<file path="src/hw/cpuPkg.sv">
package cpuPkg;

  localparam int dataBits = 32;
  localparam int regNoBits = 4;
  localparam int immBits = 16;
  localparam int op1Bits = 6;
  localparam int op2Bits = 8;

  typedef logic [dataBits-1:0] word;
  typedef logic [regNoBits-1:0] regNo;

  localparam word instSize = 32'd4;

  // Low bit of each instruction field
  localparam int op1Lo = 26;
  localparam int op2Lo = 18;
  localparam int immLo = 8;
  localparam int rdLo = 8;
  localparam int rsLo = 4;
  localparam int rtLo = 0;

  // APB regions live in paddr[17:16]
  localparam int regionHi = 17;
  localparam int regionLo = 16;
  localparam logic [1:0] regionImem = 2'd0;
  localparam logic [1:0] regionDmem = 2'd1;
  localparam logic [1:0] regionCtrl = 2'd2;
  localparam int runBit = 0;

  typedef enum logic [op1Bits-1:0] {
    ALUR = 6'b000000, BEQ = 6'b001000, BLT = 6'b001001, BLE = 6'b001010,
    BNE = 6'b001011, JAL = 6'b001100, LW = 6'b010010, SW = 6'b011010,
    ADDI = 6'b100000, ANDI = 6'b100100, ORI = 6'b100101, XORI = 6'b100110
  } op1Code;

  typedef enum logic [op2Bits-1:0] {
    EQ = 8'b00001000, LT = 8'b00001001, LE = 8'b00001010, NE = 8'b00001011,
    ADD = 8'b00100000, AND = 8'b00100100, OR = 8'b00100101, XOR = 8'b00100110,
    SUB = 8'b00101000, NAND = 8'b00101100, NOR = 8'b00101101,
    NXOR = 8'b00101110, RSHF = 8'b00110000, LSHF = 8'b00110001
  } op2Code;

  typedef struct packed {
    logic isBr;
    logic isJmp;
    logic rdMem;
    logic wrMem;
    logic wrReg;
  } ctrlSig;

  typedef struct packed {
    word pc;
    word inst;
    logic valid;
  } fetchToDecode;

  typedef struct packed {
    word pc;
    op1Code op1;
    op2Code op2;
    word imm;
    word val1;
    word val2;
    regNo wregNo;
    ctrlSig ctrl;
  } decodeToExec;

  typedef struct packed {
    word aluOut;
    word storeVal;
    regNo wregNo;
    logic rdMem;
    logic wrMem;
    logic wrReg;
  } execToMem;

  typedef struct packed {
    regNo wregNo;
    word value;
    logic wrReg;
  } memToWb;

  // One bypass source for decode
  typedef struct packed {
    logic wrReg;
    regNo wregNo;
    word value;
  } regForward;

  typedef struct packed {
    logic taken;
    word target;
  } redirect;

  typedef struct packed {
    logic psel;
    logic penable;
    logic pwrite;
    word paddr;
    word pwdata;
  } apbReq;

  typedef struct packed {
    word prdata;
    logic pready;
    logic pslverr;
  } apbRsp;

  // Single-cycle host request to one memory, addr is a word index
  typedef struct packed {
    logic en;
    logic we;
    word addr;
    word wdata;
  } memPort;

endpackage

</file>
<file path="src/hw/decodeStage.sv">
`timescale 1ns/1ps

module decodeStage (
  input  logic clk,
  input  logic reset,
  input  cpuPkg::fetchToDecode fromFetch,
  input  cpuPkg::regForward exFwd,
  input  cpuPkg::regForward memFwd,
  input  cpuPkg::memToWb wb,
  input  logic flush,
  output logic stall,
  output cpuPkg::decodeToExec toExec
);

  localparam int regWords = 1 << cpuPkg::regNoBits;

  cpuPkg::word regs [regWords];
  cpuPkg::word inst;
  cpuPkg::op1Code op1;
  cpuPkg::op2Code op2;
  logic [cpuPkg::immBits-1:0] immField;
  cpuPkg::word immExt;
  cpuPkg::regNo rd;
  cpuPkg::regNo rs;
  cpuPkg::regNo rt;
  cpuPkg::regNo wregNo;
  logic isImmOp;
  logic useRt;
  cpuPkg::ctrlSig ctrl;
  cpuPkg::word val1;
  cpuPkg::word val2;

  // Youngest producer wins, register file is the fallback
  function automatic cpuPkg::word pickOperand(
    input cpuPkg::regNo r,
    input cpuPkg::word fileVal,
    input cpuPkg::regForward ex,
    input cpuPkg::regForward mem,
    input cpuPkg::memToWb wbIn
  );
    if (ex.wrReg && ex.wregNo == r) begin
      return ex.value;
    end else if (mem.wrReg && mem.wregNo == r) begin
      return mem.value;
    end else if (wbIn.wrReg && wbIn.wregNo == r) begin
      return wbIn.value;
    end
    return fileVal;
  endfunction

  assign inst = fromFetch.inst;
  assign op1 = cpuPkg::op1Code'(inst[cpuPkg::op1Lo +: cpuPkg::op1Bits]);
  assign op2 = cpuPkg::op2Code'(inst[cpuPkg::op2Lo +: cpuPkg::op2Bits]);
  assign immField = inst[cpuPkg::immLo +: cpuPkg::immBits];
  assign rd = inst[cpuPkg::rdLo +: cpuPkg::regNoBits];
  assign rs = inst[cpuPkg::rsLo +: cpuPkg::regNoBits];
  assign rt = inst[cpuPkg::rtLo +: cpuPkg::regNoBits];

  assign immExt = {{(cpuPkg::dataBits - cpuPkg::immBits){immField[cpuPkg::immBits-1]}},
                   immField};

  assign isImmOp = op1 inside {cpuPkg::ADDI, cpuPkg::ANDI, cpuPkg::ORI, cpuPkg::XORI};
  // JAL, LW and immediate ops use rt as destination only
  assign useRt = !(op1 == cpuPkg::JAL || op1 == cpuPkg::LW || isImmOp);
  assign wregNo = (op1 == cpuPkg::ALUR) ? rd : rt;

  always_comb begin
    ctrl = '0;
    if (fromFetch.valid) begin
      ctrl.isBr = op1 inside {cpuPkg::BEQ, cpuPkg::BLT, cpuPkg::BLE, cpuPkg::BNE,
                              cpuPkg::JAL};
      ctrl.isJmp = op1 == cpuPkg::JAL;
      ctrl.rdMem = op1 == cpuPkg::LW;
      ctrl.wrMem = op1 == cpuPkg::SW;
      ctrl.wrReg = !((ctrl.isBr && !ctrl.isJmp) || ctrl.wrMem);
    end
  end

  assign val1 = pickOperand(rs, regs[rs], exFwd, memFwd, wb);
  assign val2 = pickOperand(rt, regs[rt], exFwd, memFwd, wb);

  // Load result is not ready until the memory stage
  assign stall = fromFetch.valid && toExec.ctrl.rdMem &&
                 (rs == toExec.wregNo || (useRt && rt == toExec.wregNo));

  // Writeback stage
  always_ff @(posedge clk or posedge reset) begin
    if (reset) begin
      for (int i = 0; i < regWords; i++) begin
        regs[i] <= '0;
      end
    end else if (wb.wrReg) begin
      regs[wb.wregNo] <= wb.value;
    end
  end

  always_ff @(posedge clk or posedge reset) begin
    if (reset) begin
      toExec <= '0;
    end else if (flush || stall) begin
      toExec <= '0;
    end else begin
      toExec <= '{pc: fromFetch.pc, op1: op1, op2: op2, imm: immExt, val1: val1,
                  val2: val2, wregNo: wregNo, ctrl: ctrl};
    end
  end

endmodule

</file>
<file path="config.mk">
export PLATFORM = sky130hd
export DESIGN_NAME = decodeStage
export DESIGN_NICKNAME = d
export VERILOG_FILES = /design/src/hw/cpuPkg.sv /design/src/hw/decodeStage.sv
export SDC_FILE = /design/constraint.sdc
export NUM_CORES = 1
export LEC_CHECK = 0
export BUFFER_PORTS_ARGS = -buffer_cell sky130_fd_sc_hd__buf_2
export CORE_ASPECT_RATIO = 0.5
export CORE_MARGIN = 8
export CORE_UTILIZATION = 49
export CTS_BUF_LIST = sky130_fd_sc_hd__clkbuf_16
export DETAILED_ROUTE_END_ITERATION = 10
export PLACE_DENSITY = 0.78
export SETUP_SLACK_MARGIN = 0.15
export SLEW_MARGIN = 0
export SYNTH_ARGS = -nofsm -noshare
export SYNTH_HDL_FRONTEND = slang
export SYNTH_SLANG_ARGS = --single-unit
</file>
<file path="constraint.sdc">
create_clock -name clk -period 28 [get_ports clk]
set_input_delay 2.8 -clock clk [delete_from_list [all_inputs] [get_ports clk]]
set_output_delay 2.8 -clock clk [all_outputs]
set_load 0.005 [all_outputs]
</file>
; Word level (Yosys, flattened, before mapping)
; Index checks and enable logic that the tools add are counted.
[word_totals]
output_inout_bits = 152
wordCells = 102
inputBits = 179
regBits = 663
[op_classes]
magnitude_cmp = 4
bitwise = 3
reduce_logical = 22
muxes = 26
n_eq_ne = 19
[ops]
columns = operator, n
row1 = 512-bit bitwise mux, 1
row2 = 32-bit 2-to-1 mux, 13
row3 = 32-bit binary-select mux with 4-bit select, 2
row4 = 151-bit 2-to-1 mux, 1
row5 = 32-bit demux with 4-bit select, 1
row6 = 4-bit == test, 8
row7 = 6-bit by 4-bit == test with 1-bit output (second input constant), 5
row8 = 6-bit == test (second input constant), 4
row9 = 5-bit greater-or-equal comparator (second input constant), 3
row10 = 4-bit inverter with 5-bit output, 3
row11 = 6-bit by 5-bit == test with 1-bit output (second input constant), 2
row12 = 1-bit logical AND, 11
row13 = 6-bit zero test, 1
row14 = 1-bit 2-to-1 mux, 6
row15 = 1-bit logical OR, 5
row16 = 5-bit by 1-bit less-than comparator with 1-bit output (second input constant), 1
row17 = 5-bit 2-to-1 mux, 1
row18 = 5-bit nonzero test, 1
row19 = 4-bit 2-to-1 mux, 1
row20 = 4-bit nonzero test, 1
row21 = 1-bit zero test, 3

; Logic depth before layout (Yosys ltp)
[depth]
depth_word = 9
ltp_mapped = 9
mapped_depth_nobuf = 6

; Least setup slack after synthesis
; OpenSTA, ideal clock, no wires.
[synth_path]
path_kind = input port to output port
start = in fromFetch[3] in the netlist's numbering
end = out stall
path_buffers = 1
t_arrival_ns = 3.746
cell_stages = 5
required_ns = 25.200
path_slack_ns = 21.454
cell_sequence = buf_2 xor2_1 nor4_1 nand2_1 a21oi_1
[synth_between]
elab_chain_cells = 4
[synth_lines]
columns = element, line
row1 = start: declaration, decodeStage.sv:6  ; input cpuPkg::fetchToDecode fromFetch,
row2 = 4-bit == test, decodeStage.sv:84  ; (rs == toExec.wregNo || (useRt && rt == toExec.wregNo));
row3 = 1-bit logical AND, decodeStage.sv:84
row4 = 1-bit logical OR, decodeStage.sv:84
row5 = 1-bit logical AND, decodeStage.sv:83  ; assign stall = fromFetch.valid && toExec.ctrl.rdMem &&
row6 = end: declaration, decodeStage.sv:11  ; output logic stall,
; No other way between the ends.

; Worst setup path in the final report
[layout_path]
start = in fromFetch[2] in the netlist's numbering
end = out stall
; The elaborated chain is that of the path after synthesis.

==> flow_metrics.tcl <==
set metrics [dict create \
    tightest_slew_ns 1.04 \
    crit_fanout 85 \
    cts_tree "done" \
    ant_nets 0 \
    worstHoldPathCells 1 \
    irDropWorstVdd_v 0.0000493 \
    cpMaxStageDelayCell "buf_6" \
    vias 20800 \
    synthTopCellsByArea "dfrtp_1 (48%), mux4_2 (22%), mux2_2 (20%)" \
    cts_hold_buf 0 \
    avgRoutedWirePerCell_um 27.6 \
    tns_ns 0 \
    antenna_found_initial 5 \
    seq_area_frac_synth 0.485 \
    dp_slack_ns 20.57 \
    fin_ws_ns 20.58 \
    track_usage 0.234 \
    die_x_um 384 \
    syn_inst 2124 \
    cts_resized 0 \
    r2r_end "toExec[40]$_DFF_PP0_" \
    final_cell_count_no_fill 3274 \
    yosysUniqueCellTypes 39 \
    fin_crit_sh 0.265 \
    start_kind "primary input" \
    rrSetupSlack_ns 24.89 \
    fp-row-count 67 \
    hold_viol 0 \
    core-area_um2 66900 \
    hold_path_end "regs[40]$_DFFE_PP0P_" \
    required_ns 25.20 \
    gp_congestion 0.823 \
    viasPerCell 6.37 \
    synth_top_cell_area_share 0.485 \
    slew-limit-headroom 0.304 \
    layout_min_cycle_time_ns 7.42 \
    fp.dieH_um 200 \
    drive_above_1_share 0.579 \
    htree_num_levels 2 \
    finalNetCount 2510 \
    critical_path.cell_chain "buf_6 > xor2_1 > nor4_1 > nand2_1 > a21oi_1 > buf_2" \
    wl_mm 90.4 \
    cts_buffers 58 \
    numPortBuffers 330 \
    holdCritStartpoint "regs[40]$_DFFE_PP0P_" \
    nFillCells 5236 \
    area_growth_pct 12.2 \
    worstPathBufferInverterCount 2 \
    cts_buffer_depth 3 \
    yosysTopAreaCell "dfrtp_1" \
    powerDensity_nw_per_um2 70.1 \
    cts.repair_timing.setup_buffer_count 0 \
    grt_pass1_vias 22400 \
    hpwl_mm 52.7 \
    seqCellArea_um2 16000 \
    hp-class "reg2reg" \
    clk_latency_ns 0.63 \
    grt_max_degree 163 \
    synth-seq-cells 641 \
    drt_first_pass_iters 5 \
    synth_warnings 0 \
    die-area_um2 76600 \
    reg2reg_from "toExec[6]$_DFF_PP0_" \
    io_pins 331 \
    grt_pass1_wl_mm 138 \
    cpPeakStageDelay_ns 0.73 \
    max_freq_mhz 135 \
    synthesis.area_um2 33100 \
    avgSynthCellArea_um2 15.6 \
    syn-num-nets 2303 \
    drc 0 \
    p_leak_nw 16.3 \
    fin_worst_skew_ns 0.0222 \
    crit_arrival_ns 4.62 \
    maxCapViolations 0 \
    cts-root-buf "clkbuf_16" \
    initialDrtViolationCount 1958 \
    path_depth 6 \
    cts.sinks 641 \
    grt_remaining_overflow 0 \
    multiInputGateArea_um2 16200 \
    clk_pin_slew_ns 0.06 \
    crit_family "buffers and inverters" \
    critPathCaptureType "output pin" \
    rsz0062_at_grt "false" \
    crit_type "in2out" \
    place_inst 3168 \
    setup_viol 0 \
    hold_ws_ns 0.520 \
    reg2reg_depth 7 \
    status "finished clean" \
    initial_core_util 0.495 \
    finalMaxSlewViolations 0 \
]
cell families after synthesis:
family / Yosys count / share of synthesized area
buffers and inverters: 231 / 0.0306
AO/OA/AOI/OAI: 76 / 0.0124
AND/OR/NAND/NOR: 185 / 0.0310
multiplexers: 964 / 0.434
XOR/XNOR: 26 / 0.00688
adder cells (fa/ha/maj): 1 / 0.000302
flip-flops: 641 / 0.485
registers in the layout (all words and copies together) (netlist names):
register and flops:
regs 512, toExec 129
where the power goes:
group          internal [mW]  switching [mW]  leakage [nW]
sequential              1.12           0.134          7.96
combinational          0.373           0.216          7.45
clock                  0.399           0.358         0.905
placed cells by master (no fill, tap or decap), types with 5 or more instances in the layout:
cell / instances
nand3_1: 65
buf_4: 39
and2_1: 56
clkinv_2: 10
o21ai_0: 63
clkbuf_16: 59
xor2_1: 16
inv_1: 18
mux4_2: 320
clkinv_1: 11
mux2i_1: 68
nor3_1: 7
buf_2: 326
dfrtp_1: 641
nor2_4: 9
mux2_2: 576
xnor2_1: 10
nand2_1: 12
nor2_1: 9
nand2b_2: 5
Yosys cell counts:
library cell,n
dfrtp_1,641
mux2_2,576
mux4_2,320
clkbuf_1,130
mux2i_1,68
nand3_1,67
o21ai_0,63
and2_1,56
buf_2,44
buf_1,23
buf_4,23
nor2_1,18
xor2_1,16
nand2_1,13
xnor2_1,10
nand2b_1,7
nor3_1,7
inv_1,5
nor4_1,4
a21oi_1,3
clkbuf_2,3
nor3b_1,3
o21ai_1,3
a222oi_1,2
inv_2,2
nand3b_1,2
o22ai_1,2
or3_1,2
a311oi_2,1
and3_1,1
clkinv_1,1
maj3_1,1
nand4_1,1
nor2b_1,1
nor4b_2,1
nor4b_4,1
o22a_1,1
o31ai_1,1
or4_4,1
through the flow:
step / power (mW) / cell area, µm² / util
after floorplan: 1.68 / 33100 / -
after global placement: 1.82 / 35400 / 0.529
after detailed placement: 1.85 / 35400 / 0.529
after CTS: 2.61 / 37100 / 0.555
after global routing: 2.71 / 37100 / 0.555
final: 2.60 / 37100 / 0.555
worst max-delay path by stage:
stage / startpoint / end / slack [ns]
CTS: fromFetch[2] / stall / 20.58
finish: fromFetch[2] / stall / 20.58
detailed placement: fromFetch[2] / stall / 20.57
floorplan: reset / regs[0]$_DFFE_PP0P_ / 7.24
global route: fromFetch[1] / stall / 20.47
global placement: fromFetch[2] / stall / 20.47
routing by layer:
metal  global-route usage  share of wire  vias to the layer above
met5                    0        0.00040                        -
met4               0.0866          0.037                        6
met3               0.0451          0.066                      231
met2                0.401           0.51                      818
met1                0.299           0.39                    11300
li1                     -              -                     8523
area by class of cell:
type                            count  share of cell area
Timing Repair Buffer              370              0.0538
Tap cell                          897              0.0302
Clock inverter                     44             0.00741
Clock buffer                       59              0.0398
Inverter                            8             0.00101
Sequential cell                   641               0.432
Antenna cell                        3            0.000202
Multi-Input combinational cell   1252               0.436
Power figures use the tool's default switching activity.
