--- config.mk ---
export PLATFORM = sky130hd
export DESIGN_NAME = executeStage
export DESIGN_NICKNAME = d
export VERILOG_FILES = /design/src/hw/cpuPkg.sv /design/src/hw/executeStage.sv
export SDC_FILE = /design/constraint.sdc
export NUM_CORES = 1
export LEC_CHECK = 0
export BUFFER_PORTS_ARGS = -buffer_cell sky130_fd_sc_hd__buf_2
export CORE_ASPECT_RATIO = 0.7
export CORE_UTILIZATION = 35
export DETAILED_ROUTE_END_ITERATION = 10
export GPL_TIMING_DRIVEN = 0
export HOLD_SLACK_MARGIN = 0.05
export PLACE_DENSITY = 0.63
export RECOVER_POWER = 100
export SETUP_SLACK_MARGIN = 0.05
export SLEW_MARGIN = 20
export SYNTH_ARGS = -nofsm -noshare
export SYNTH_HDL_FRONTEND = slang
export SYNTH_SLANG_ARGS = --single-unit
export TNS_END_PERCENT = 20
--- constraint.sdc ---
create_clock -name clk -period 8.63 [get_ports clk]
set_input_delay 1.2945 -clock clk [delete_from_list [all_inputs] [get_ports clk]]
set_output_delay 1.2945 -clock clk [all_outputs]
set_load 0.005 [all_outputs]
--- src/hw/cpuPkg.sv ---
package cpuPkg;

  localparam int dataBits = 32;
  localparam int regNoBits = 4;
  localparam int immBits = 16;
  localparam int op1Bits = 6;
  localparam int op2Bits = 8;

  typedef logic [dataBits-1:0] word;
  typedef logic [regNoBits-1:0] regNo;

  localparam word instSize = 32'd4;

  // Low bit of each instruction field
  localparam int op1Lo = 26;
  localparam int op2Lo = 18;
  localparam int immLo = 8;
  localparam int rdLo = 8;
  localparam int rsLo = 4;
  localparam int rtLo = 0;

  // APB regions live in paddr[17:16]
  localparam int regionHi = 17;
  localparam int regionLo = 16;
  localparam logic [1:0] regionImem = 2'd0;
  localparam logic [1:0] regionDmem = 2'd1;
  localparam logic [1:0] regionCtrl = 2'd2;
  localparam int runBit = 0;

  typedef enum logic [op1Bits-1:0] {
    ALUR = 6'b000000, BEQ = 6'b001000, BLT = 6'b001001, BLE = 6'b001010,
    BNE = 6'b001011, JAL = 6'b001100, LW = 6'b010010, SW = 6'b011010,
    ADDI = 6'b100000, ANDI = 6'b100100, ORI = 6'b100101, XORI = 6'b100110
  } op1Code;

  typedef enum logic [op2Bits-1:0] {
    EQ = 8'b00001000, LT = 8'b00001001, LE = 8'b00001010, NE = 8'b00001011,
    ADD = 8'b00100000, AND = 8'b00100100, OR = 8'b00100101, XOR = 8'b00100110,
    SUB = 8'b00101000, NAND = 8'b00101100, NOR = 8'b00101101,
    NXOR = 8'b00101110, RSHF = 8'b00110000, LSHF = 8'b00110001
  } op2Code;

  typedef struct packed {
    logic isBr;
    logic isJmp;
    logic rdMem;
    logic wrMem;
    logic wrReg;
  } ctrlSig;

  typedef struct packed {
    word pc;
    word inst;
    logic valid;
  } fetchToDecode;

  typedef struct packed {
    word pc;
    op1Code op1;
    op2Code op2;
    word imm;
    word val1;
    word val2;
    regNo wregNo;
    ctrlSig ctrl;
  } decodeToExec;

  typedef struct packed {
    word aluOut;
    word storeVal;
    regNo wregNo;
    logic rdMem;
    logic wrMem;
    logic wrReg;
  } execToMem;

  typedef struct packed {
    regNo wregNo;
    word value;
    logic wrReg;
  } memToWb;

  // One bypass source for decode
  typedef struct packed {
    logic wrReg;
    regNo wregNo;
    word value;
  } regForward;

  typedef struct packed {
    logic taken;
    word target;
  } redirect;

  typedef struct packed {
    logic psel;
    logic penable;
    logic pwrite;
    word paddr;
    word pwdata;
  } apbReq;

  typedef struct packed {
    word prdata;
    logic pready;
    logic pslverr;
  } apbRsp;

  // Single-cycle host request to one memory, addr is a word index
  typedef struct packed {
    logic en;
    logic we;
    word addr;
    word wdata;
  } memPort;

endpackage

--- src/hw/executeStage.sv ---
`timescale 1ns/1ps

module executeStage (
  input  logic clk,
  input  logic reset,
  input  cpuPkg::decodeToExec fromDecode,
  output cpuPkg::regForward exFwd,
  output cpuPkg::redirect redir,
  output cpuPkg::execToMem toMem
);

  logic signed [cpuPkg::dataBits-1:0] opA;
  logic signed [cpuPkg::dataBits-1:0] opB;
  cpuPkg::word imm;
  cpuPkg::word immOffset;
  cpuPkg::word aluOut;
  logic brCond;
  cpuPkg::ctrlSig ctrl;

  assign opA = fromDecode.val1;
  assign opB = fromDecode.val2;
  assign imm = fromDecode.imm;
  assign ctrl = fromDecode.ctrl;
  assign immOffset = imm * cpuPkg::instSize;

  always_comb begin
    case (fromDecode.op1)
      cpuPkg::ALUR: begin
        case (fromDecode.op2)
          cpuPkg::EQ:   aluOut = cpuPkg::word'(opA == opB);
          cpuPkg::LT:   aluOut = cpuPkg::word'(opA < opB);
          cpuPkg::LE:   aluOut = cpuPkg::word'(opA <= opB);
          cpuPkg::NE:   aluOut = cpuPkg::word'(opA != opB);
          cpuPkg::ADD:  aluOut = opA + opB;
          cpuPkg::AND:  aluOut = opA & opB;
          cpuPkg::OR:   aluOut = opA | opB;
          cpuPkg::XOR:  aluOut = opA ^ opB;
          cpuPkg::SUB:  aluOut = opA - opB;
          cpuPkg::NAND: aluOut = ~(opA & opB);
          cpuPkg::NOR:  aluOut = ~(opA | opB);
          cpuPkg::NXOR: aluOut = opA ~^ opB;
          // Logical shifts, amounts of 32 and up clear the word
          cpuPkg::RSHF: aluOut = fromDecode.val1 >> fromDecode.val2;
          cpuPkg::LSHF: aluOut = fromDecode.val1 << fromDecode.val2;
          default:      aluOut = '0;
        endcase
      end
      cpuPkg::JAL:  aluOut = fromDecode.pc + cpuPkg::instSize;
      cpuPkg::LW,
      cpuPkg::SW,
      cpuPkg::ADDI: aluOut = opA + imm;
      cpuPkg::ANDI: aluOut = opA & imm;
      cpuPkg::ORI:  aluOut = opA | imm;
      cpuPkg::XORI: aluOut = opA ^ imm;
      default:      aluOut = '0;
    endcase
  end

  // Signed branch compares
  always_comb begin
    case (fromDecode.op1)
      cpuPkg::BEQ: brCond = opA == opB;
      cpuPkg::BLT: brCond = opA < opB;
      cpuPkg::BLE: brCond = opA <= opB;
      cpuPkg::BNE: brCond = opA != opB;
      default:     brCond = 1'b0;
    endcase
  end

  assign redir = '{
    taken: (ctrl.isBr && !ctrl.isJmp && brCond) || ctrl.isJmp,
    target: ctrl.isJmp ? fromDecode.val1 + immOffset : fromDecode.pc + immOffset
  };

  assign exFwd = '{wrReg: ctrl.wrReg, wregNo: fromDecode.wregNo, value: aluOut};

  always_ff @(posedge clk or posedge reset) begin
    if (reset) begin
      toMem <= '0;
    end else begin
      toMem <= '{aluOut: aluOut, storeVal: fromDecode.val2, wregNo: fromDecode.wregNo,
                 rdMem: ctrl.rdMem, wrMem: ctrl.wrMem, wrReg: ctrl.wrReg};
    end
  end

endmodule

== Yosys cells after proc, flatten, opt, wreduce, memory -nomap -nowiden ==
Cells that the tools add are included.

* Muxes and demuxes: 4
* Reduce and logical (&&, ||, !) cells: 6
* Add/sub/neg operators: 6
* $lt $le $gt $ge: 2
* Bitwise operators: 9
* Eq/ne operators: 27
* Shift-type cells: 2

{| class="wikitable"
|+ Operator list
! cell !! number
|-
| case mux 32 bit (14 select lines) || 1
|-
| case mux 32 bit (6 select lines) || 1
|-
| adder 32 bit || 4
|-
| equality test 8 x 6 -> 1 bit, second input constant || 10
|-
| AND 32 bit || 2
|-
| inverter 32 bit || 2
|-
| OR 32 bit || 2
|-
| bitwise XOR 32 bit || 2
|-
| adder 32 x 3 -> 32 bit, second input constant || 1
|-
| equality test 32 bit || 1
|-
| equality test 8 x 4 -> 1 bit, second input constant || 4
|-
| less-or-equal comparator 32 bit || 1
|-
| < comparator 32 bit || 1
|-
| two-way mux 32 bit || 1
|-
| inequality test 32 bit || 1
|-
| left shift 32 x 32 -> 32 bit || 1
|-
| >> shifter 32 x 32 -> 32 bit || 1
|-
| subtractor 32 bit || 1
|-
| XNOR 32 bit || 1
|-
| equality test 6 x 4 -> 1 bit, second input constant || 5
|-
| equality test 6 bit, second input constant || 4
|-
| equality test 6 x 5 -> 1 bit, second input constant || 2
|-
| zero test 6 bit || 1
|-
| case mux 1 bit (4 select lines) || 1
|-
| other kinds (4) || 5
|}

* Bits in registers: 71
* Logic and storage cells: 62
* Input port bits: 153

== Logic depth before layout (Yosys ltp) ==
* Word-level depth: 4
* Mapped depth: 15
* Mapped depth without buffers: 13

== Worst setup path after synthesis ==
Ideal clock, no wire load.

* Kind: input to output
* Start: in fromDecode[10] (netlist name)
* End: out exFwd[27] (netlist name)
* Arrival time: 4752 ps
* Stages on the path: 15
* Setup slack: 2584 ps
* Cell sequence: buf_2 inv_1 buf_2 buf_2 buf_1 ha_1 nor3_1 o31a_1 o31a_1 o31ai_1 or4b_1 a2bb2oi_1 xnor2_1 o221ai_1 a221o_1

{| class="wikitable"
|+ RTL lines
! what !! line !! source
|-
| from (decl) || executeStage.sv:6 || <nowiki>input cpuPkg::decodeToExec fromDecode,</nowiki>
|-
| to (decl) || executeStage.sv:7 || <nowiki>output cpuPkg::regForward exFwd,</nowiki>
|}

==> results by group <==
STA
  • Final setup violating endpoints: 2
  • Final hold vios: 0
  • Max_slew headroom: -68.4%
  • Slew Viols, Final: 74
  • FMAX: 0.115 GHz
  • Worst setup margin: -0.0298 ns
  • Final min period: 8.66 ns
  • Final hold slack: 1.01 ns
  • Final period utilization: 100%
  • Worst slew pin tran: 2.53 ns
  • RSZ-0062 raised after global routing: yes

Critical path
  • Crit start category: primary input
  • CP Cell Sequence: buf_2, buf_2, inv_1, buf_2, buf_2, clkbuf_1, ha_1, nor3_1, o31a_1, o31a_1, o31ai_1, o21ai_0, xnor2_1, o22ai_1, nor3_1, o21ai_0, clkbuf_1
  • Req. time, crit path: 7.34 ns
  • CP Class: primary input to output port
  • Crit-path max cell delay: 1.07 ns
  • CP most frequent cell: buf_2
  • Worst setup EP type: output port
  • Critical path arrival: 7.37 ns
  • Critical-path cell with the highest stage delay: o31ai_1
  • CP max FO: 11

Yosys
  • Flop and latch count out of synthesis: 71
  • Synth top area share: 13.5%
  • Post-synth top cells: a21oi_1 (202), ha_1 (190), nor2_1 (187), inv_1 (163), nand2_1 (163)
  • Synth area leaders: ha_1 (14%), dfrtp_1 (10%), mux4_2 (6.9%)
  • Ys async rst share: 100%
  • Post-synthesis cell count: 2336
  • Top-count cell post-synth: a21oi_1
  • Post-synth EDFFs: 0
  • Largest area contributor in the netlist: ha_1
  • Netlist cell types: 89
  • Top FF cell, synth: dfrtp_1
  • Syn Nets: 2683
  • Synth warn: 0
  • Syn Std Cell Area: 17600 µm²
  • Sequential area share after synthesis: 10.1%
  • Avg Synthesized Cell Area: 7.52 µm²

Detailed routing
  • Residual DRC: 0
  • WL final: 112000 µm
  • Drt pass-1 iters: 9
  • DRT antenna net count: 0
  • Via count: 22.0k
  • Number of DRC markers in iteration 0: 3523
  • Routed WL per cell: 33.8 µm
  • Vias/cell: 6.65

Layout
  • Layout area overhead: 14.6%
  • Reg with most FFs: toMem
  • Layout Nets: 2985
  • Layout cell share with drive strength beyond 1: 14.7%
  • Fin util: 40.7%
  • Multi-input logic area: 14400 µm²
  • Register Area: 1780 µm²
  • Fill cells: 5302
  • Largest register FFs: 71
  • Non-Filler Instances: 3309
  • Biggest regs: toMem (71)

Worst hold path
  • Hold Path Sink: toMem[2]
  • Hold_sp: fromDecode[2]
  • Hold crit path type: primary input to flop
  • Hold Path Stages: 1

Die
  • Io pins: 294
  • Die ar.: 51100 µm²
  • Die X: 270 µm
  • Core Region: 49400 µm²
  • Initial Util: 35.5%
  • Num rows: 68
  • Die height: 189 µm

Placed design
  • Post-Place Setup Slack: 0.347 ns
  • GP Congestion: 1.05
  • Buffers on Ports: 288
  • DP Wirelength: 93000 µm
  • Cells after DPL: 3292

Power and ir drop
  • VDD IR max: 0.0795 mV
  • Logic pwr share: 59.3%
  • Flop pwr share: 16.8%
  • Sw Share: 49.4%
  • Sw power: 1.03 mW
  • Int Power: 1.06 mW
  • Static Leak: 8.62 nW
  • Power per Cell Area: 104 nW/µm²
  • Clk pwr share: 24.0%

CTS
  • H-tree levels: 3
  • Clock transition at the registers of the reported paths: 0.07 ns
  • Num CTS Buffers: 9
  • Number of clock sinks: 71
  • CTS tree: done
  • # resized after CTS: 0
  • CTS max path bufs: 2
  • Post-CTS setup buffer count: 0
  • Root Buffer: clkbuf_16
  • Cts hold-fix bufs: 0

Status
  • Status: complete, but fails checks
  • Failing checks: max-capacitance violations, max-slew violations, negative setup slack

Global route
  • First-pass GRT wire length: 153000 µm
  • Vias in the first global route: 19.8k
  • Overflow after GRT: 0
  • Antenna violations before repair: 6
  • Pin count of the biggest net entering global routing: 45
  • All-Layer GR Usage: 42.2%

Run
  • Max-cap viol count: 2
-- worst max-delay path, delay by kind of cell --
kind                       cells  cell delay (ns)
AOI/OAI and AO/OA              6             2.46
buffers and inverters          7             2.32
and+or+nand+nor                2             0.65
adders and majority gates      1             0.38
xor gates and xnor gates       1             0.24
-- power groups by stage --
| stage | Combinational [mW] | Sequential [mW] | Clock, mW |
|---|---|---|---|
| 2_1_floorplan | 0.722 | 0.360 | 0 |
| 3_3_place_gp | 1.19 | 0.357 | 0 |
| 3_5_place_dp | 1.19 | 0.357 | 0 |
| 4_1_cts | 1.20 | 0.351 | 0.503 |
| 5_1_grt | 1.30 | 0.353 | 0.515 |
| 6_report | 1.24 | 0.351 | 0.502 |
-- through the flow --
step           TNS, ns  total power [mW]  instance area [µm²]
6_report       -0.0432              2.09                20100
5_1_grt              0              2.16                20100
4_1_cts              0              2.06                20300
3_5_place_dp         0              1.55                19900
3_3_place_gp   -0.0840              1.55                19800
2_1_floorplan        0              1.08                17600
-- final cells by class --
| cell class | count | area share [%] |
|---|---|---|
| antenna | 1 | 0.0124 |
| buffer | 184 | 4.00 |
| clock buffer | 9 | 1.12 |
| clock inverter | 7 | 0.622 |
| inverter | 166 | 3.10 |
| multi-input combinational | 1915 | 71.6 |
| sequential | 71 | 8.83 |
| tap | 665 | 4.13 |
| timing repair buffer | 291 | 6.59 |
-- layer usage --
layer | vias to the layer above | wire, µm | global-route usage, %
li1 | 9292 | - | -
met1 | 10900 | 49600 | 61.5
met2 | 1630 | 41700 | 55.1
met3 | 232 | 14900 | 13.6
met4 | 6 | 5460 | 18.5
met5 | - | 49 | 0
-- worst max-delay path by stage --
stage                              start   endpoint  slack (ns)  cells after the start
after CTS                 fromDecode[11]  exFwd[28]        0.31                     16
after floorplan           fromDecode[10]  exFwd[27]        2.58                     15
after detailed placement  fromDecode[10]  exFwd[17]        0.35                     17
final                     fromDecode[10]  exFwd[17]       -0.03                     17
after global placement    fromDecode[11]  exFwd[28]       -0.08                     16
after global routing      fromDecode[11]  exFwd[21]        0.06                     17
-- cells by family after synthesis --
group	count (synthesis)	synth area share [%]
adder cells (fa/ha/maj)	194	14.0
flip-flops	71	10.1
buffers and inverters	350	8.14
multiplexers	171	13.9
XOR/XNOR	138	6.88
AO/OA/AOI/OAI	778	29.7
AND/OR/NAND/NOR	634	17.2
-- layout by cell type (no fill, tap or decap), types with 29 or more instances in the layout --
| cell | instances |
|---|---|
| a211oi_1 | 56 |
| a21o_1 | 47 |
| a21oi_1 | 202 |
| a221oi_1 | 29 |
| buf_2 | 206 |
| clkbuf_1 | 228 |
| dfrtp_1 | 71 |
| ha_1 | 190 |
| inv_1 | 162 |
| mux2_2 | 50 |
| mux2i_1 | 67 |
| mux4_2 | 54 |
| nand2_1 | 163 |
| nand3_1 | 58 |
| nor2_1 | 187 |
| nor3_1 | 54 |
| o211ai_1 | 34 |
| o21ai_0 | 139 |
| o22ai_1 | 44 |
| xnor2_1 | 93 |
| xor2_1 | 45 |
(Power assumes the default switching activity.)
