$ cat config.mk
export PLATFORM = sky130hd
export DESIGN_NAME = apbControl
export DESIGN_NICKNAME = d
export VERILOG_FILES = /design/src/hw/cpuPkg.sv /design/src/hw/apbControl.sv
export SDC_FILE = /design/constraint.sdc
export NUM_CORES = 1
export LEC_CHECK = 0
export BUFFER_PORTS_ARGS = -buffer_cell sky130_fd_sc_hd__buf_2
export CAP_MARGIN = 25
export CELL_PAD_IN_SITES_DETAIL_PLACEMENT = 0
export CELL_PAD_IN_SITES_GLOBAL_PLACEMENT = 1
export CORE_AREA = 2 2 104 106
export DETAILED_ROUTE_END_ITERATION = 12
export DIE_AREA = 0 0 106 108
export PLACE_DENSITY = 0.75
export SLEW_MARGIN = 20
export SYNTH_ARGS = -nofsm -noshare
export SYNTH_HDL_FRONTEND = slang
export SYNTH_SLANG_ARGS = --single-unit
$ cat constraint.sdc
create_clock -name clk -period 2.4 [get_ports clk]
set_input_delay 0.24 -clock clk [delete_from_list [all_inputs] [get_ports clk]]
set_output_delay 0.24 -clock clk [all_outputs]
set_load 0.005 [all_outputs]
$ cat src/hw/cpuPkg.sv
package cpuPkg;

  localparam int dataBits = 32;
  localparam int regNoBits = 4;
  localparam int immBits = 16;
  localparam int op1Bits = 6;
  localparam int op2Bits = 8;

  typedef logic [dataBits-1:0] word;
  typedef logic [regNoBits-1:0] regNo;

  localparam word instSize = 32'd4;

  // Low bit of each instruction field
  localparam int op1Lo = 26;
  localparam int op2Lo = 18;
  localparam int immLo = 8;
  localparam int rdLo = 8;
  localparam int rsLo = 4;
  localparam int rtLo = 0;

  // APB regions live in paddr[17:16]
  localparam int regionHi = 17;
  localparam int regionLo = 16;
  localparam logic [1:0] regionImem = 2'd0;
  localparam logic [1:0] regionDmem = 2'd1;
  localparam logic [1:0] regionCtrl = 2'd2;
  localparam int runBit = 0;

  typedef enum logic [op1Bits-1:0] {
    ALUR = 6'b000000, BEQ = 6'b001000, BLT = 6'b001001, BLE = 6'b001010,
    BNE = 6'b001011, JAL = 6'b001100, LW = 6'b010010, SW = 6'b011010,
    ADDI = 6'b100000, ANDI = 6'b100100, ORI = 6'b100101, XORI = 6'b100110
  } op1Code;

  typedef enum logic [op2Bits-1:0] {
    EQ = 8'b00001000, LT = 8'b00001001, LE = 8'b00001010, NE = 8'b00001011,
    ADD = 8'b00100000, AND = 8'b00100100, OR = 8'b00100101, XOR = 8'b00100110,
    SUB = 8'b00101000, NAND = 8'b00101100, NOR = 8'b00101101,
    NXOR = 8'b00101110, RSHF = 8'b00110000, LSHF = 8'b00110001
  } op2Code;

  typedef struct packed {
    logic isBr;
    logic isJmp;
    logic rdMem;
    logic wrMem;
    logic wrReg;
  } ctrlSig;

  typedef struct packed {
    word pc;
    word inst;
    logic valid;
  } fetchToDecode;

  typedef struct packed {
    word pc;
    op1Code op1;
    op2Code op2;
    word imm;
    word val1;
    word val2;
    regNo wregNo;
    ctrlSig ctrl;
  } decodeToExec;

  typedef struct packed {
    word aluOut;
    word storeVal;
    regNo wregNo;
    logic rdMem;
    logic wrMem;
    logic wrReg;
  } execToMem;

  typedef struct packed {
    regNo wregNo;
    word value;
    logic wrReg;
  } memToWb;

  // One bypass source for decode
  typedef struct packed {
    logic wrReg;
    regNo wregNo;
    word value;
  } regForward;

  typedef struct packed {
    logic taken;
    word target;
  } redirect;

  typedef struct packed {
    logic psel;
    logic penable;
    logic pwrite;
    word paddr;
    word pwdata;
  } apbReq;

  typedef struct packed {
    word prdata;
    logic pready;
    logic pslverr;
  } apbRsp;

  // Single-cycle host request to one memory, addr is a word index
  typedef struct packed {
    logic en;
    logic we;
    word addr;
    word wdata;
  } memPort;

endpackage

$ cat src/hw/apbControl.sv
`timescale 1ns/1ps

module apbControl (
  input  logic clk,
  input  logic reset,
  input  cpuPkg::apbReq apbIn,
  output cpuPkg::apbRsp apbOut,
  input  cpuPkg::word dmemRdata,
  output logic run,
  output cpuPkg::memPort imemPort,
  output cpuPkg::memPort dmemPort
);

  logic access;
  logic [1:0] region;
  logic badOffset;
  logic error;
  cpuPkg::word wordIndex;
  cpuPkg::word readData;

  assign access = apbIn.psel && apbIn.penable;
  assign region = apbIn.paddr[cpuPkg::regionHi:cpuPkg::regionLo];
  assign badOffset = apbIn.paddr[cpuPkg::regionLo-1:0] != '0;
  assign wordIndex = apbIn.paddr >> $clog2(cpuPkg::instSize);

  // Memories are only open to the host while the core is halted
  always_comb begin
    error = 1'b0;
    readData = '0;
    case (region)
      cpuPkg::regionImem: error = run;
      cpuPkg::regionDmem: begin
        error = run;
        readData = dmemRdata;
      end
      cpuPkg::regionCtrl: begin
        error = apbIn.pwrite && badOffset;
        readData = cpuPkg::word'(run) << cpuPkg::runBit;
      end
      default: error = 1'b1;
    endcase
  end

  // Zero wait states
  assign apbOut = '{prdata: readData, pready: 1'b1, pslverr: access && error};

  assign imemPort = '{en: access && !error && region == cpuPkg::regionImem,
                      we: apbIn.pwrite, addr: wordIndex, wdata: apbIn.pwdata};
  assign dmemPort = '{en: access && !error && region == cpuPkg::regionDmem,
                      we: apbIn.pwrite, addr: wordIndex, wdata: apbIn.pwdata};

  always_ff @(posedge clk or posedge reset) begin
    if (reset) begin
      run <= 1'b0;
    end else if (access && apbIn.pwrite && !error && region == cpuPkg::regionCtrl) begin
      run <= apbIn.pwdata[cpuPkg::runBit];
    end
  end

endmodule

After elaboration in Yosys (flattened, before gate mapping):

Index checks and enable logic that the tools add are counted.

* reductions and logical operators: 13
* add/subtract/negate cells: 0
* multiplexer cells: 2
* multipliers: 0
* shift operators: 0
* div/mod/pow operators: 0
* bitwise operators: 0
* equal/unequal tests: 2
* magnitude comparators: 0

Operator list (number)
* case mux 32 bit (2 select lines): 1
* nonzero test 16 bit: 1
* logical AND 1 bit: 9
* == test 2 x 1 -> 1 bit, second input constant: 1
* == test 2 bit, second input constant: 1
* zero test 2 bit: 1
* case mux 1 bit (2 select lines): 1
* OR reduction 2 bit: 1
* zero test 1 bit: 1

* bits in latches: 0
* register bits after elaboration: 1
* memories: 0
* RAM bits: 0
* input port bits: 101
* bits in read-only memories: 0

Depth between registers and ports, before layout:

Gate-level depths: netlist of run 1.

* depth after elaboration: 6
* mapped depth: 6

Worst setup path before layout of run 1:

Ideal clock, no wire load.

* path kind: input to register
* start: input apbIn[49] (netlist bit)
* end: register run
* arrival: 1310 ps
* path buffers: 0
* cell stages on the path: 6
* path slack: 962 ps
* required time: 2272 ps
* setup time: 128 ps
* cells stage by stage: inv_1 ha_1 o21ai_1 nand2b_2 nor4_2 mux2_1

* longest elaborated chain between the ends: 6
* elaborated cells on any way between the ends: 8
* classes of those cells: eq/ne: 2; mux: 1; reduce/logical: 5

Ends and longest elaborated chain
* from (decl): RTL line apbControl.sv:6 `input cpuPkg::apbReq apbIn,`
* == test 2 x 1 -> 1 bit / zero test 2 bit (equally long branches): RTL line apbControl.sv:30 `case (region)`
* OR reduction 2 bit (no source line)
* case mux 1 bit (2 select lines): RTL line apbControl.sv:30
* zero test 1 bit: RTL line apbControl.sv:55 `end else if (access && apbIn.pwrite && !error && region == cpuPkg::regionCtrl) begin`
* logical AND 1 bit: RTL line apbControl.sv:55
* logical AND 1 bit *: RTL line apbControl.sv:55
* to (signal assigned): RTL line apbControl.sv:56 `run <= apbIn.pwdata[cpuPkg::runBit];`
* to (decl): RTL line apbControl.sv:9 `output logic run,`

Every way passes the cells marked *; elsewhere a longest branch is shown, timed or not.
A chain may end at the register's enable or synchronous reset.

==> flow_metrics.py, run 1 <==
metrics = {
    "status": {
        "status": "complete, no violations",
    },
    "clocking": {
        "cts_resized": 0,
        "postCtsHoldBufs": 0,
        "postCtsSetupBuffers": 0,
        "cts.clk_slew.worst_paths_ps": 0,
        "clock_latency_ps": 0,
    },
    "die": {
        "core_area_mm2": 0.01023,
        "io_pins": 268,
        "initial_core_util": 0.1393,
        "die_w_um": 106,
        "rows": 37,
        "dieArea_mm2": 0.01145,
        "dieHeight_um": 108,
    },
    "synth": {
        "syn-cell-area_mm2": 0.001425,
        "ys_top_cells_by_area": "buf_4, and2_1, nor4_2",
        "yosys.area.top_type_share": 0.6901,
        "synth_area_leader_cell": "buf_4",
        "syn_avg_cell_area_um2": 7.422,
        "ys.flop_type": "dfrtp_1",
        "ys_ff_latch": 1,
        "async_flop_share": 1.000,
        "synth_cell_types": 18,
        "syn_inst": 192,
        "yosysSeqAreaShare": 0.01756,
        "yosys_warnings": 0,
        "synth-edff-count": 0,
    },
    "layout": {
        "final_cell_mix": "buf_2, and2_1, nor4_2, conb_1, ha_1",
        "final_core_util": 0.1227,
        "syn2layout_area_growth_pct": -11.94,
        "regMostFlops": "run",
        "largest_reg_flops": 1,
        "nets": 296,
        "layout-drive-gt1-share": 0.7090,
        "layout_commonest_cell": "buf_2",
        "top_regs": "run (1)",
        "diodes": 0,
        "stdcell_count": 325,
    },
    "routing": {
        "drt_iter0_drc": 12,
        "vias_per_cell": 3.172,
        "finalWirelength_um": 3889,
        "ant_nets": 0,
        "routed-via-count": 1031,
        "wl_per_cell_um": 11.97,
        "drt_drc_violations_left": 0,
        "first_pass_iters": 2,
    },
    "grt": {
        "grt_overflow": 0,
        "grt_pass1_wl_um": 4954,
        "grt_max_degree": 34,
        "grt_use_total": 0.05540,
        "grt_antenna_before_repair": 0,
        "grt_pass1_vias": 910,
    },
    "timing": {
        "period_needed_ps": 1784,
        "finalSetupViolCount": 0,
        "rsz0062_at_grt": "no",
        "finalHoldViolCount": 0,
        "setup-tns-final_ps": 0,
        "min_period_over_period": 0.7432,
        "finalMaxSlewViolations": 0,
        "fin_skew_ps": 0,
        "fmax_mhz": 560.6,
    },
    "worst_setup_path": {
        "critical_path_class": "input pin to output port",
        "slowest_stage": "nor4_2",
        "end_kind": "output port",
        "crit_arrival_ps": 1540,
        "slowest_delay_ps": 330,
        "cp_max_fo": 3,
        "reg2reg_setup_slack_ps": 1100,
        "crit_required_ps": 2160,
        "cp-start-kind": "input pin",
        "cp_cell_sequence": "buf_2 -> nor4_2 -> nand4_1 -> a31oi_1 -> and4_1 -> buf_2",
        "crit_top_cell": "buf_2",
    },
    "job": {
        "maxCapViolCount": 0,
    },
    "power": {
        "power.leakage_nw": 0.7479,
        "power_mw": 0.1672,
        "cellPowerDensity_mw_per_mm2": 133.3,
        "ir_worst_vdd_uv": 27.86,
    },
    "placement": {
        "place_inst": 325,
        "portBuffers": 127,
        "dp_hpwl_um": 3630,
        "place_congestion": 0.6351,
    },
    "min_path": {
        "hold_class": "input pin to async pin",
    },
}
[per-layer routing]
layer / up-vias / part of all wire / GRT usage
met4: 0 / 0.019 / 0.01410
li1: 452 / - / -
met3: 14 / 0.17 / 0.02230
met5: - / 0 / 0
met2: 145 / 0.56 / 0.1263
met1: 420 / 0.26 / 0.04006
[logic make-up (layout without fill, tap and decap cells)]
group           after synthesis  in the layout  share of synthesized area
compound gates                3              3                    0.01317
fa+ha+maj                     4              4                    0.03512
buf+inv                     137            131                     0.7059
flops                         1              1                    0.01756
mux                           1              1                   0.007901
other cells                   2              5                   0.005270
simple gates                 44             44                     0.2151
[layout make-up]
cell class                 instances  area [um^2]
tap                              136        170.2
multi-input combinational         57        405.4
sequential                         1        25.02
fill                            1188         8976
timing repair buffer             128        643.1
inverter                           3        11.26
[power breakdown]
group / internal (mW) / switching [mW]
Sequential: 0.0172 / 0.000000313
Clock: 0 / 0
Combinational: 0.0823 / 0.0678
[Yosys cell counts (2+ instances only)]
library cell  count
buf_4           131
and2_1           31
and4_1            2
clkbuf_1          3
conb_1            2
nor4_2            5
nand2_1           2
ha_1              4
inv_1             3
[worst max-delay path: cells and delay by family]
family | cells | cell delay (ps)
compound gates | 1 | 280
buf+inv | 2 | 250
simple gates | 3 | 780
[per-stage QoR]
step / worst slack (ps) / instance area (um^2) / hold WS (ps)
after floorplan: 962.4 / 1436 / -31.29
after global placement: 473.0 / 1255 / 73.72
after detailed placement: 496.0 / 1255 / 77.68
after CTS: 495.2 / 1255 / 77.25
after global routing: 383.7 / 1255 / 89.72
final: 616.4 / 1255 / 74.27
[final timing paths]
| check | startpoint | end | depth (start not counted) |
|---|---|---|---|
| setup reg to reg | run$_DFFE_PP0P_ | run$_DFFE_PP0P_ | 4 |
| max in group asynchronous | reset | run$_DFFE_PP0P_ | 2 |
| min in group clk | apbIn[55] | dmemPort[53] | 0 |
| hold / removal | reset | run$_DFFE_PP0P_ | 2 |
| setup / recovery | apbIn[41] | dmemPort[65] | 6 |
| hold reg to reg | run$_DFFE_PP0P_ | run$_DFFE_PP0P_ | 1 |
No activity file was read; power rests on OpenSTA's default activity.
==> run 2, diff against run 1 <==
CORE_AREA = not set   (was 2 2 104 106)
CORE_ASPECT_RATIO = 0.9   (was not set)
CORE_UTILIZATION = 13   (was not set)
DIE_AREA = not set   (was 0 0 106 108)
PLACE_DENSITY = 0.74   (was 0.75)
clock period = 1.4 ns   (was 2.4 ns; I/O delays follow)
==> run 2 against run 1 <==
Combinational power rose by 120%. First-iteration DRC count increased by 25%. The flow now finishes with violations (negative hold slack, negative setup slack). Sequential cell count unchanged. Utilization is 2.0 points higher. Die area shrank 0.54%. Final area grew 19%. Hold slack lost 81 ps. Via count down 1.8%. Setup slack worse by 690 ps. Power is 110% higher.
==> flow_metrics.py, run 2 (same netlist as run 1, synthesis figures left out) <==
metrics = {
    "routing": {
        "drt_iter0_drc": 15,
        "first_pass_iters": 4,
        "finalWirelength_um": 3598,
        "wl_per_cell_um": 10.61,
        "routed-via-count": 1012,
        "vias_per_cell": 2.985,
        "drt_drc_violations_left": 0,
        "ant_nets": 0,
    },
    "die": {
        "dieArea_mm2": 0.01139,
        "core_area_mm2": 0.01047,
        "die_w_um": 112.4,
        "io_pins": 268,
        "dieHeight_um": 101.3,
        "initial_core_util": 0.1362,
        "rows": 35,
    },
    "power": {
        "ir_worst_vdd_uv": 84.15,
        "cellPowerDensity_mw_per_mm2": 236.9,
        "power.leakage_nw": 0.8699,
        "power_mw": 0.3536,
    },
    "grt": {
        "grt_max_degree": 34,
        "grt_pass1_wl_um": 5057,
        "grt_antenna_before_repair": 1,
        "grt_pass1_vias": 954,
        "grt_use_total": 0.05461,
        "grt_overflow": 0,
    },
    "layout": {
        "top_regs": "run (1)",
        "final_core_util": 0.1426,
        "final_cell_mix": "buf_2, and2_1, buf_4",
        "diodes": 0,
        "multi_input_area_um2": 455.4,
        "layout-drive-gt1-share": 0.7619,
        "layout_commonest_cell": "buf_2",
        "nFillCells": 1193,
        "syn2layout_area_growth_pct": 4.741,
        "largest_reg_flops": 1,
        "regMostFlops": "run",
        "final_area_mm2": 0.001493,
        "nets": 317,
        "stdcell_count": 339,
        "regArea_um2": 25.02,
    },
    "worst_setup_path": {
        "critical_path_class": "input pin to register",
        "crit_required_ps": 1270,
        "end_kind": "register",
        "crit_arrival_ps": 1350,
        "slowest_delay_ps": 320,
        "cp_cell_sequence": "buf_4 -> ha_1 -> o21ai_2 -> nand2b_4 -> nor4_4 -> mux2_4",
        "slowest_stage": "mux2_4",
        "cp-start-kind": "input pin",
        "cp_max_fo": 4,
    },
    "placement": {
        "place_congestion": 0.6693,
        "place_inst": 336,
        "place_ws_ps": -255.9,
        "dp_hpwl_um": 3125,
        "place_area_mm2": 0.001381,
        "portBuffers": 127,
    },
    "timing": {
        "finalHoldViolCount": 1,
        "period_needed_ps": 1472,
        "fmax_mhz": 679.2,
        "rsz0062_at_grt": "yes",
        "min_period_over_period": 1.052,
        "finalSetupViolCount": 4,
        "setup-tns-final_ps": -213.1,
        "worst_slack_ps": -72.38,
        "worst_hold_slack_ps": -6.897,
        "fin_skew_ps": 0,
        "finalMaxSlewViolations": 0,
    },
    "clocking": {
        "postCtsHoldBufs": 0,
        "clock_latency_ps": 0,
        "cts.clk_slew.worst_paths_ps": 0,
    },
    "status": {
        "status": "complete, but fails checks",
        "violations": "negative hold slack, negative setup slack",
    },
    "min_path": {
        "hold_class": "input pin to async pin",
    },
    "job": {
        "maxCapViolCount": 0,
    },
}
-- run 2: changes by cell type in the layout (fill, tap and decap cells not counted), moves of 2 or more --
cell,change
buf_2,-5
ha_2,+2
buf_4,+20
buf_6,+5
nor4_2,-2
nor4_4,+2
ha_1,-2
-- run 2: path summary, 6_finish.rpt --
check | start | to | slack (ps) | cells after the start
hold reg to reg | run$_DFFE_PP0P_ | run$_DFFE_PP0P_ | 700 | 2
setup / recovery | apbIn[48] | run$_DFFE_PP0P_ | -70 | 6
min in group clk | apbIn[63] | imemPort[61] | 280 | 0
setup reg to reg | run$_DFFE_PP0P_ | run$_DFFE_PP0P_ | 100 | 4
hold / removal | reset | run$_DFFE_PP0P_ | -7 | 2
max in group asynchronous | reset | run$_DFFE_PP0P_ | 1300 | 2
-- run 2: cell type report --
class | count | area share
inverter | 3 | 0.007544
multi-input combinational | 57 | 0.3051
timing repair buffer | 149 | 0.5624
tap | 129 | 0.1081
sequential | 1 | 0.01676
-- run 2: per-layer routing --
layer,global-route usage,vias up,part of all wire
met5,0,-,0.0033
met2,0.07406,80,0.43
li1,-,493,-
met3,0.02693,7,0.11
met4,0.01538,2,0.012
met1,0.07489,430,0.44
-- run 2: worst max-delay path: cells and delay by family --
family / cells / cell delay (ps)
and+or+nand+nor: 2 / 360
muxes: 1 / 320
adders and majority gates: 1 / 230
AOI/OAI and AO/OA: 1 / 170
buffers and inverters: 1 / 120
-- run 2: what timing repair did --
action	CTS	global route
pin swaps	10	3
gates cloned	0	0
hold endpoints to repair	0	0
setup endpoints to repair	4	5
resized for setup	14	4
setup buffers	3	1
-- run 2: power breakdown --
group / switching [mW] / internal, mW
Combinational: 0.134 / 0.190
Sequential: 0.000000682 / 0.0294
Clock: 0 / 0
